$ cat config.mk
export PLATFORM = sky130hd
export DESIGN_NAME = controlUnit
export DESIGN_NICKNAME = d
export VERILOG_FILES = /design/src/rtl/ctrlPkg.sv /design/src/rtl/isaPkg.sv /design/src/rtl/controlDecoder.sv /design/src/rtl/controlUnit.sv /design/src/rtl/irqSync.sv /design/src/rtl/phaseSequencer.sv /design/src/rtl/statusFlags.sv
export SDC_FILE = /design/constraint.sdc
export NUM_CORES = 1
export LEC_CHECK = 0
export ABC_CLOCK_PERIOD_IN_PS = 9500
export BUFFER_PORTS_ARGS = -buffer_cell sky130_fd_sc_hd__buf_2
export CORE_UTILIZATION = 55
export DETAILED_ROUTE_END_ITERATION = 12
export PLACE_DENSITY_LB_ADDON = 0.08
export SKIP_LAST_GASP = 1
export SYNTH_ARGS = -nofsm -noshare
export SYNTH_HDL_FRONTEND = slang
export SYNTH_SLANG_ARGS = --single-unit
$ cat constraint.sdc
create_clock -name Clock -period 9.5 [get_ports Clock]
set_clock_uncertainty 0.2 [all_clocks]
set_input_delay 2.85 -clock Clock [delete_from_list [all_inputs] [get_ports Clock]]
set_output_delay 2.85 -clock Clock [all_outputs]
set_load 0.01 [all_outputs]
$ cat src/rtl/ctrlPkg.sv
// Control package with phase enums, datapath select enums and the strobe and control structs
`default_nettype none

package ctrlPkg;

	typedef enum logic [1:0] {
		fetch,
		execute,
		interrupt
	} phase_t;

	// Execute starts at cycle4, bus accesses run cycle0 to cycle3
	typedef enum logic [2:0] {
		cycle0,
		cycle1,
		cycle2,
		cycle3,
		cycle4
	} subPhase_t;

	typedef enum logic [1:0] {Pc1, PcAluOut, PcSysbus, PcInt} pcSel_t;
	typedef enum logic {Op1Rd1, Op1Pc} op1Sel_t;
	typedef enum logic [1:0] {Op2Imm, Op2Rd2, Op2Zero} op2Sel_t;
	typedef enum logic {ImmLong, ImmShort} immSel_t;
	// Rs1Sp picks the stack pointer register
	typedef enum logic [1:0] {Rs1Ra, Rs1Rd, Rs1Sp} rs1Sel_t;
	typedef enum logic {RwRd, RwSp} rwSel_t;
	typedef enum logic {WdAlu, WdSys} wdSel_t;
	// ALU override for stack pointer arithmetic
	typedef enum logic [1:0] {NoOr, AddOr, SubOr} aluOr_t;

	// External bus strobes, all but Ale active low
	typedef struct packed {
		logic Ale;
		logic nMe;
		logic nOe;
		logic nWe;
	} busStrobe_t;

	typedef struct packed {
		logic AluEn;
		logic AluWe;
		aluOr_t AluOr;
		immSel_t ImmSel;
		logic IrWe;
		logic MemEn;
		logic Enb;
		op1Sel_t Op1Sel;
		op2Sel_t Op2Sel;
		logic PcEn;
		pcSel_t PcSel;
		logic PcWe;
		logic RegWe;
		rs1Sel_t Rs1Sel;
		rwSel_t RwSel;
		wdSel_t WdSel;
	} datapathCtrl_t;

endpackage

`default_nettype wire

$ cat src/rtl/isaPkg.sv
// Instruction set package with the instruction byte, opcodes, branch codes and flag bits
`default_nettype none

package isaPkg;

	// Opcode in [7:3], branch or interrupt code in [2:0]
	typedef logic [7:0] instrCode_t;

	typedef enum logic [4:0] {
		ADD = 5'd0, ADDI = 5'd1, ADDIB = 5'd2, ADC = 5'd3,
		ADCI = 5'd4, SUB = 5'd5, SUBI = 5'd6, SUBIB = 5'd7,
		SUC = 5'd8, SUCI = 5'd9, NEG = 5'd10, CMP = 5'd11,
		CMPI = 5'd12, AND = 5'd13, OR = 5'd14, XOR = 5'd15,
		NOT = 5'd16, NAND = 5'd17, NOR = 5'd18, LSL = 5'd19,
		LSR = 5'd20, ASR = 5'd21, LUI = 5'd22, LLI = 5'd23,
		BRANCH = 5'd24, LDW = 5'd25, STW = 5'd26, INTERRUPT = 5'd27
	} opcode_t;

	// Branch conditions under BRANCH
	typedef enum logic [2:0] {
		BR = 3'd0,
		BNE = 3'd1,
		BE = 3'd2,
		BLT = 3'd3,
		BGE = 3'd4,
		JMP = 3'd5
	} branchCode_t;

	// Same field reused under INTERRUPT
	localparam branchCode_t CodeReti = branchCode_t'(3'd0);
	localparam branchCode_t CodeEi = branchCode_t'(3'd1);
	localparam branchCode_t CodeDi = branchCode_t'(3'd2);

	typedef logic [3:0] flags_t;

	localparam int FlagZ = 0;
	localparam int FlagC = 1;
	localparam int FlagV = 2;
	localparam int FlagN = 3;

endpackage

`default_nettype wire

$ cat src/rtl/controlDecoder.sv
// Combinational decode of phase, subphase and opcode into bus strobes and datapath controls
`timescale 1ns/1ps
`default_nettype none

module controlDecoder
	import isaPkg::*, ctrlPkg::*;
(
	input wire phase_t Phase,
	input wire subPhase_t SubPhase,
	input wire opcode_t Opcode,
	input wire branchCode_t Branch,
	input wire logic Taken,
	input wire logic nWait,
	output busStrobe_t Strobe,
	output datapathCtrl_t Dp,
	output logic StatusWe,
	output logic IntEnable,
	output logic IntDisable
);

	localparam busStrobe_t StrobeIdle = '{Ale: 1'b0, nMe: 1'b1, nOe: 1'b1, nWe: 1'b1};
	localparam datapathCtrl_t DpIdle = '{
		AluEn: 1'b0, AluWe: 1'b0, AluOr: NoOr, ImmSel: ImmLong, IrWe: 1'b0,
		MemEn: 1'b0, Enb: 1'b0, Op1Sel: Op1Rd1, Op2Sel: Op2Imm, PcEn: 1'b0,
		PcSel: Pc1, PcWe: 1'b0, RegWe: 1'b0, Rs1Sel: Rs1Ra, RwSel: RwRd,
		WdSel: WdAlu
	};

	logic IsReti;

	assign IsReti = (Opcode == INTERRUPT) && (Branch == CodeReti);

	always_comb begin
		Strobe = StrobeIdle;
		Dp = DpIdle;
		StatusWe = 1'b0;
		IntEnable = 1'b0;
		IntDisable = 1'b0;
		case (SubPhase)
			// Address phase for every bus access
			cycle0: begin
				Strobe.Ale = 1'b1;
				if (Phase == fetch) begin
					Dp.PcEn = 1'b1;
				end else begin
					Dp.AluEn = 1'b1;
					Dp.ImmSel = ImmShort;
					if (IsReti || (Phase == interrupt)) begin
						Dp.Op2Sel = Op2Zero;
						Dp.Rs1Sel = Rs1Sp;
					end
					if (Phase == interrupt)
						Dp.AluOr = SubOr;
				end
			end
			cycle1: begin
				Strobe.nMe = 1'b0;
				if (Phase == fetch) begin
					Dp.PcEn = 1'b1;
				end else begin
					Dp.AluEn = 1'b1;
					Dp.Op2Sel = Op2Zero;
					if (IsReti) begin
						Dp.Rs1Sel = Rs1Sp;
					end else if (Phase == execute) begin
						// Store data or load address passes through the ALU
						Dp.Rs1Sel = Rs1Rd;
						Dp.AluWe = 1'b1;
					end
				end
			end
			cycle2: begin
				Strobe.nMe = 1'b0;
				case (Phase)
					fetch: begin
						Strobe.nOe = 1'b0;
						Dp.MemEn = 1'b1;
						Dp.Enb = 1'b1;
						Dp.IrWe = nWait;
					end
					execute: begin
						Dp.PcWe = nWait;
						if (Opcode == STW) begin
							Dp.AluEn = 1'b1;
							Dp.Op2Sel = Op2Zero;
						end else begin
							Strobe.nOe = 1'b0;
							Dp.MemEn = 1'b1;
							Dp.Enb = 1'b1;
							if (IsReti) begin
								Dp.PcSel = PcSysbus;
							end else begin
								Dp.WdSel = WdSys;
								Dp.RegWe = 1'b1;
							end
						end
					end
					default:
						Dp.PcEn = 1'b1;
				endcase
			end
			cycle3: begin
				Dp.PcEn = (Phase != execute) || (Opcode != STW);
				if (Phase == interrupt) begin
					// Return address goes out while the vector loads
					Strobe.nWe = 1'b0;
					Dp.PcWe = 1'b1;
					Dp.PcSel = PcInt;
				end else if ((Phase == execute) && (Opcode == STW)) begin
					Strobe.nWe = 1'b0;
					Dp.AluEn = 1'b1;
					Dp.Op2Sel = Op2Zero;
				end else if ((Phase == execute) && IsReti) begin
					// Pop the stack pointer back
					Dp.Rs1Sel = Rs1Sp;
					Dp.Op2Sel = Op2Zero;
					Dp.AluOr = AddOr;
					Dp.RwSel = RwSp;
					Dp.RegWe = 1'b1;
				end
			end
			cycle4: begin
				if (Phase == interrupt) begin
					IntDisable = 1'b1;
					Dp.AluEn = 1'b1;
					Dp.AluWe = 1'b1;
					Dp.AluOr = SubOr;
					Dp.Op2Sel = Op2Zero;
					Dp.Rs1Sel = Rs1Sp;
					Dp.RwSel = RwSp;
					Dp.RegWe = 1'b1;
				end else begin
					case (Opcode)
						ADD, ADDI, ADDIB, ADC, ADCI, SUB, SUBI, SUBIB, SUC, SUCI, NEG,
						AND, OR, XOR, NOT, NAND, NOR, LSL, LSR, ASR, CMP, CMPI: begin
							Dp.PcEn = 1'b1;
							Dp.PcWe = 1'b1;
							StatusWe = 1'b1;
							// Compares only update the flags
							Dp.RegWe = (Opcode != CMP) && (Opcode != CMPI);
							case (Opcode)
								ADD, SUB, CMP, AND, OR, XOR, NAND, NOR:
									Dp.Op2Sel = Op2Rd2;
								ADDI, SUBI, CMPI, LSL, LSR, ASR:
									Dp.ImmSel = ImmShort;
								ADDIB, SUBIB:
									Dp.Rs1Sel = Rs1Rd;
								default: ;
							endcase
						end
						LUI, LLI: begin
							Dp.AluEn = 1'b1;
							Dp.Rs1Sel = Rs1Rd;
							Dp.RegWe = 1'b1;
							Dp.PcWe = 1'b1;
						end
						BRANCH: begin
							Dp.AluEn = 1'b1;
							Dp.PcWe = 1'b1;
							Dp.PcSel = Taken ? PcAluOut : Pc1;
							// JMP is register relative, the rest PC relative
							if (Branch == JMP)
								Dp.ImmSel = ImmShort;
							else
								Dp.Op1Sel = Op1Pc;
						end
						// Effective address ahead of the bus cycle
						LDW, STW: begin
							Dp.AluEn = 1'b1;
							Dp.AluWe = 1'b1;
							Dp.ImmSel = ImmShort;
						end
						INTERRUPT: begin
							if (IsReti) begin
								Dp.AluEn = 1'b1;
								Dp.AluWe = 1'b1;
								Dp.ImmSel = ImmShort;
								Dp.Op2Sel = Op2Zero;
								Dp.Rs1Sel = Rs1Sp;
							end else begin
								Dp.PcEn = 1'b1;
								Dp.PcWe = 1'b1;
								IntEnable = (Branch == CodeEi);
								IntDisable = (Branch == CodeDi);
							end
						end
						default: ;
					endcase
				end
			end
			default: ;
		endcase
	end

	// Settled value only, the inputs change in more than one delta
	always_comb begin
		assert final (Strobe.nOe || Strobe.nWe)
			else $error("output and write enables both active");
	end

endmodule

`default_nettype wire

$ cat src/rtl/controlUnit.sv
// Control unit top level with interrupt sync, status flags, phase sequencer and decoder
`timescale 1ns/1ps
`default_nettype none

module controlUnit
	import isaPkg::*, ctrlPkg::*;
#(
	parameter int SyncStages = 2
) (
	input wire logic Clock,
	input wire logic nReset,
	input wire instrCode_t Instr,
	input wire flags_t AluFlags,
	input wire logic nIrq,
	input wire logic nWait,
	output busStrobe_t Strobe,
	output datapathCtrl_t Dp,
	output flags_t StatusReg,
	output logic CFlag
);

	opcode_t Opcode;
	branchCode_t Branch;
	phase_t Phase;
	subPhase_t SubPhase;
	logic IntReq;
	logic IntEnable;
	logic IntDisable;
	logic StatusWe;
	logic Taken;

	assign Opcode = opcode_t'(Instr[7:3]);
	assign Branch = branchCode_t'(Instr[2:0]);
	assign CFlag = StatusReg[FlagC];

	irqSync #(
		.SyncStages(SyncStages)
	) u_irqSync (
		.Clock(Clock),
		.nReset(nReset),
		.nIrq(nIrq),
		.IntEnable(IntEnable),
		.IntDisable(IntDisable),
		.IntReq(IntReq)
	);

	statusFlags u_statusFlags (
		.Clock(Clock),
		.nReset(nReset),
		.AluFlags(AluFlags),
		.StatusWe(StatusWe),
		.Branch(Branch),
		.StatusReg(StatusReg),
		.Taken(Taken)
	);

	phaseSequencer u_phaseSequencer (
		.Clock(Clock),
		.nReset(nReset),
		.Opcode(Opcode),
		.Branch(Branch),
		.IntReq(IntReq),
		.nWait(nWait),
		.Phase(Phase),
		.SubPhase(SubPhase)
	);

	controlDecoder u_controlDecoder (
		.Phase(Phase),
		.SubPhase(SubPhase),
		.Opcode(Opcode),
		.Branch(Branch),
		.Taken(Taken),
		.nWait(nWait),
		.Strobe(Strobe),
		.Dp(Dp),
		.StatusWe(StatusWe),
		.IntEnable(IntEnable),
		.IntDisable(IntDisable)
	);

endmodule

`default_nettype wire

$ cat src/rtl/irqSync.sv
// Interrupt request synchroniser and interrupt enable flag
`timescale 1ns/1ps
`default_nettype none

module irqSync #(
	parameter int SyncStages = 2
) (
	input wire logic Clock,
	input wire logic nReset,
	input wire logic nIrq,
	input wire logic IntEnable,
	input wire logic IntDisable,
	output logic IntReq
);

	// At least two stages expected
	logic [SyncStages-1:0] IrqPipe;
	logic IntEnabled;

	always_ff @(posedge Clock or negedge nReset) begin
		if (!nReset) begin
			IrqPipe <= '0;
			IntEnabled <= 1'b0;
		end else begin
			IrqPipe <= {IrqPipe[SyncStages-2:0], ~nIrq};
			if (IntEnable)
				IntEnabled <= 1'b1;
			else if (IntDisable)
				IntEnabled <= 1'b0;
		end
	end

	assign IntReq = IrqPipe[SyncStages-1] & IntEnabled;

	// EI and DI decode from different instructions
	assert property (@(posedge Clock) disable iff (!nReset) !(IntEnable && IntDisable))
		else $error("interrupt enable and disable requested together");

endmodule

`default_nettype wire

$ cat src/rtl/phaseSequencer.sv
// Phase and subphase state machine for fetch, execute and interrupt entry
`timescale 1ns/1ps
`default_nettype none

module phaseSequencer
	import isaPkg::*, ctrlPkg::*;
(
	input wire logic Clock,
	input wire logic nReset,
	input wire opcode_t Opcode,
	input wire branchCode_t Branch,
	input wire logic IntReq,
	input wire logic nWait,
	output phase_t Phase,
	output subPhase_t SubPhase
);

	logic MultiCycle;
	logic IntCtrl;

	// Instructions with a data bus access after cycle4
	assign MultiCycle = (Opcode == LDW) || (Opcode == STW) ||
		((Opcode == INTERRUPT) && (Branch == CodeReti));

	// EI and DI never hand over to interrupt entry directly
	assign IntCtrl = (Opcode == INTERRUPT) && ((Branch == CodeEi) || (Branch == CodeDi));

	always_ff @(posedge Clock or negedge nReset) begin
		if (!nReset) begin
			Phase <= fetch;
			SubPhase <= cycle0;
		end else begin
			case (SubPhase)
				cycle0:
					SubPhase <= cycle1;
				cycle1:
					SubPhase <= cycle2;
				// Stretched by the memory
				cycle2:
					if (nWait)
						SubPhase <= cycle3;
				cycle3: begin
					if (Phase == fetch) begin
						Phase <= execute;
						SubPhase <= cycle4;
					end else if ((Phase == execute) && IntReq) begin
						Phase <= interrupt;
						SubPhase <= cycle4;
					end else begin
						Phase <= fetch;
						SubPhase <= cycle0;
					end
				end
				cycle4: begin
					if ((Phase != execute) || MultiCycle) begin
						SubPhase <= cycle0;
					end else if (IntReq && !IntCtrl) begin
						Phase <= interrupt;
					end else begin
						Phase <= fetch;
						SubPhase <= cycle0;
					end
				end
				default: begin
					Phase <= fetch;
					SubPhase <= cycle0;
				end
			endcase
		end
	end

	assert property (@(posedge Clock) disable iff (!nReset) (Phase == fetch) |-> (SubPhase != cycle4))
		else $error("fetch phase entered cycle4");

endmodule

`default_nettype wire

$ cat src/rtl/statusFlags.sv
// Status register and branch condition evaluation
`timescale 1ns/1ps
`default_nettype none

module statusFlags
	import isaPkg::*;
(
	input wire logic Clock,
	input wire logic nReset,
	input wire flags_t AluFlags,
	input wire logic StatusWe,
	input wire branchCode_t Branch,
	output flags_t StatusReg,
	output logic Taken
);

	always_ff @(posedge Clock or negedge nReset) begin
		if (!nReset)
			StatusReg <= '0;
		else if (StatusWe)
			StatusReg <= AluFlags;
	end

	// Conditions always use the stored flags, never the live ALU ones
	always_comb begin
		case (Branch)
			BR, JMP:
				Taken = 1'b1;
			BNE:
				Taken = !StatusReg[FlagZ];
			BE:
				Taken = StatusReg[FlagZ];
			BLT:
				Taken = StatusReg[FlagN] ^ StatusReg[FlagV];
			BGE:
				Taken = StatusReg[FlagN] ~^ StatusReg[FlagV];
			default:
				Taken = 1'b0;
		endcase
	end

endmodule

`default_nettype wire

Yosys cells after proc, flatten, opt, wreduce, memory -nomap -nowiden. Index checks and enable logic that the tools add are counted.

Add/sub/neg operators: 0. $mul: 0. Divide/modulo/power cells: 0. Magnitude comparators: 0. Eq/ne operators: 45. Shifts and indexed selects: 0. Muxes and demuxes: 106. Bitwise gates (word level): 5. Reduce and logical (&&, ||, !) cells: 34.

Operators with widths (count): equality test 5 bit, second input constant (12); two-way mux 1 bit (48); two-way mux 2 bit (24); equality test 5 x 4 -> 1 bit, second input constant (8); one-hot mux 3 bit (5 select lines) (2); two-way mux 3 bit (9); OR reduction 25 bit (1); OR reduction 22 bit (1); equality test 5 x 3 -> 1 bit, second input constant (4); two-way mux 4 bit (5); one-hot mux 2 bit (3 select lines) (3); one-hot mux 1 bit (2 select lines) (8); equality test 3 x 2 -> 1 bit, second input constant (4); one-hot mux 4 bit (3 select lines) (1); OR reduction 2 bit (6); equality test 5 x 2 -> 1 bit, second input constant (2); != test 5 x 4 -> 1 bit, second input constant (2); one-hot mux 1 bit (5 select lines) (2); equality test 3 bit, second input constant (3); one-hot mux 2 bit (4 select lines) (1); OR reduction 8 bit (1); logical AND 1 bit (7); equality test 3 x 1 -> 1 bit, second input constant (2); zero test 3 bit (2); other kinds (23) (32).

Register bits: 12. Bits in latches: 0. Memory bits (writable): 0. Bits in read-only memories: 0. Bits of input ports: 16. Output and inout bits: 29. Memories kept: 0.

Longest topological paths before layout.
Word-level depth: 8. Gate-level depth with buffers: 6. Gate-level depth less buffers: 4.

By module. From an unflattened synthesis, not the netlist that was laid out.

Cells, all modules: 195. Area total of the unflattened synthesis: 1483.9 sq um.

Modules (own cells, without submodules): controlDecoder (times used 1, cells each 140, area each 865.8 sq um); phaseSequencer (times used 1, cells each 32, area each 315.3 sq um); statusFlags (times used 1, cells each 15, area each 198.9 sq um); irqSync (times used 1, cells each 7, area each 96.3 sq um); controlUnit (times used 1, cells each 1, area each 7.5 sq um).

Worst setup path after synthesis. OpenSTA, ideal clock, no wires.

Path kind: input to output. From: input port Instr[5]. To: output port Dp[13] (netlist name). Arrival: 4.050 ns. Slack: 2.400 ns. Stages: 6. Buffers on the path: 2. Path through: nand3b_1 > buf_2 > nor3b_1 > a2111o_1 > inv_1 > buf_4.

RTL lines: start, declared (RTL line controlUnit.sv:12) `input wire instrCode_t Instr,`; end, declared (RTL line controlUnit.sv:17) `output datapathCtrl_t Dp,`.

==> impl_metrics.csv <==
group,metric,value,unit
status,status,"completed",
worst_setup_path,crit_path_end_kind,"output pin",
worst_setup_path,worst-r2r-cell-count,4,
drt,first_pass_iters,4,
synthesis,synth_cell_types,60,
layout,fillers,198,
power,vdd_drop_max,0.000243,V
grt,met1_usage,0.382,
min_path,holdPathStages,0,
grt,antenna_found_initial,0,
clock_tree,post-cts-setup-buffer-count,0,
placement,dp_hpwl,2.72,mm
drt,via_per_inst,6.40,
synthesis,synth_top_area_frac,0.220,
placement,portBuffers,44,
synthesis,synth-seq-cells,12,
synthesis,synth.net_count,198,
worst_setup_path,worstPathArrival,4.46,ns
clock_tree,clk_latency,0.27,ns
synthesis,synth_cells,182,
grt,grt_remaining_overflow,0,
timing,holdWs,0.157,ns
drt,drt_iter0_drc,57,
layout,drive_gt1_frac,0.283,
worst_setup_path,ff2ff_setup_slack,7.09,ns
floorplan,io-pin-count,45,
floorplan,fp-row-count,17,
timing,rsz0062_at_grt,"no",
clock_tree,hold_buffers,0,
worst_setup_path,r2r-end,"u_phaseSequencer.Phase[1]",
timing,setup_tns,0,ns
min_path,holdPathEnd,"u_irqSync.IrqPipe[1]",
timing,final-hold-violation-count,0,
synthesis,synth_area_leaders,"dfrtp_1, nor2_1, nand2_1",
min_path,hold_path_class,"register to register",
worst_setup_path,worstSetupPathType,"input port to output pin",
worst_setup_path,worstPathMaxFanout,17,
grt,gr-usage-met3,0.0702,
synthesis,syn_area,1370,um^2
synthesis,async_reset_ff_frac,1.00,
placement,gp_congestion,0.966,
drt,totalWireLength,3.68,mm
timing,final-setup-viol-count,0,
timing,finalCritPeriodShare,0.791,
grt,grt.met2_usage,0.524,
grt,grt.busiest_layer,"met2",
floorplan,fp.dieArea,2690,um^2
layout,area_delta_synth_final,15.0,%
synthesis,yosysSeqAreaShare,0.220,
synthesis,synth_edf_count,0,
clock_tree,cts_sinks,12,
placement,placed_cells,236,
min_path,worstHoldStart,"u_irqSync.IrqPipe[0]",
power,pwr_density_cell,220,nW/um^2
timing,maxSlewHeadroom,0.528,
clock_tree,h-tree-depth,1,
drt,antenna_left,0,
worst_setup_path,crit_required,6.45,ns
grt,grt_pass1_wl,6.20,mm
power,p_leak,0.745,nW
synthesis,yosys_warnings,0,
drt,vias,1537,
drt,drc,0,
synthesis,synth.avg_cell_area,7.51,um^2
worst_setup_path,cp-start-kind,"input port",
worst_setup_path,r2r-start,"u_phaseSequencer.SubPhase[2]",
layout,fin_cells,240,
floorplan,core,2280,um^2
drt,wl_per_cell,15.3,um
clock_tree,tritoncts,"built",
floorplan,initial_utilization,0.600,
grt,track_usage,0.306,
layout,diodes,0,
timing,period_needed,7.51,ns
clock_tree,cts.path.max_buffers,2,
floorplan,die_h,51.8,um
floorplan,die_w,51.8,um
job,maxCapViolCount,0,
grt,grt_max_degree,20,
grt,grt_pass1_vias,1387,
synthesis,synth_top_cell_by_area,"dfrtp_1",
timing,max_freq,0.133,GHz
clock_tree,cts_resized,0,
clock_tree,cts-root-buf,"clkbuf_4",
layout,finalNetCount,229,
clock_tree,clkTransAtPathRegs,0.07,ns
timing,slew_viol_final,0,
timing,worst_pin_slew,0.706,ns
synthesis,ys.flop_type,"dfrtp_1",
clock_tree,numCtsBuffers,3,
==> power breakdown <==
part | internal, mW | total [mW] | leakage [nW] | switching, mW
logic | 0.0894 | 0.200 | 0.574 | 0.111
registers | 0.0678 | 0.106 | 0.150 | 0.0385
clock network | 0.0233 | 0.0394 | 0.0210 | 0.0162
==> metrics by stage <==
| step | total power [mW] | area, um^2 | utilization | setup slack, ns |
|---|---|---|---|---|
| floorplan | 0.244 | 1370 | - | 2.40 |
| global placement | 0.301 | 1540 | 0.675 | 2.11 |
| detailed placement | 0.305 | 1540 | 0.675 | 2.02 |
| CTS | 0.345 | 1570 | 0.690 | 2.01 |
| global route | 0.374 | 1570 | 0.690 | 1.84 |
| finish | 0.346 | 1570 | 0.690 | 1.99 |
==> layer usage <==
layer  part of all wire  routed length, um  up-vias
met4              0.015                 55        0
met1               0.44               1620      733
li1                   -                  -      731
met2               0.48               1750       67
met5                  0                  0        -
met3              0.068                249        6
==> logic make-up after synthesis <==
family,share of synthesized area
AOI/OAI and AO/OA,0.308
muxes,0.0403
and+or+nand+nor,0.327
buffers and inverters,0.0797
xor gates and xnor gates,0.0256
DFF,0.220
==> how the worst max path moves through the flow <==
stage	from	to	slack, ns	depth (start not counted)
finish	Instr[5]	Dp[10]	1.99	6
global route	Instr[5]	Dp[10]	1.84	6
CTS	Instr[5]	Dp[10]	2.01	6
detailed placement	Instr[5]	Dp[10]	2.02	6
global placement	Instr[5]	Dp[10]	2.11	6
floorplan	Instr[5]	Dp[13]	2.40	6
==> Yosys cell counts (4+ instances only) <==
master and instances:
a21o_1 4, a21oi_1 7, and2_1 4, buf_2 6
clkbuf_1 9, dfrtp_1 12, inv_1 6, mux2_2 4
nand2_1 17, nand2b_1 5, nor2_1 22, nor3_1 5
o21ai_0 11
==> state kept, by name (all words and copies together) (netlist names) <==
name	cells
u_irqSync.IrqPipe	2
u_statusFlags.StatusReg	4
u_irqSync.IntEnabled	1
u_phaseSequencer.Phase	2
u_phaseSequencer.SubPhase	3
==> worst max-delay path, stage by stage <==
cell and delay, ns:
buf_2 0.19, nand3b_1 0.41, nor3b_1 0.52, o21ai_0 0.17, o311ai_0 0.12, buf_2 0.20
==> layout make-up <==
type / instances / area, um^2 / share of cell area
multi-input combinational: 146 / 957 / 0.609
timing repair buffer: 44 / 220 / 0.140
sequential: 12 / 300 / 0.191
inverter: 6 / 22.5 / 0.0143
tap: 28 / 35.0 / 0.0223
clock buffer: 4 / 36.3 / 0.0231
==> layout by cell type (no fill, tap or decap), types with 2 or more instances in the layout <==
master	n
nor2_1	22
nor4b_1	2
nand2_1	17
o211ai_1	2
o311a_1	2
inv_1	6
nand4b_1	2
mux2_2	4
and2_1	4
nor2b_1	3
nand2b_1	5
or3_1	2
nand3_1	3
nor3_1	5
nor3b_1	2
o21a_1	2
xnor2_1	3
nand3b_1	3
buf_2	44
dfrtp_1	12
o311ai_0	3
a21oi_1	7
a211oi_1	3
o21ai_0	11
clkbuf_4	3
a21o_1	4
a22o_1	3
(Power assumes the default switching activity.)
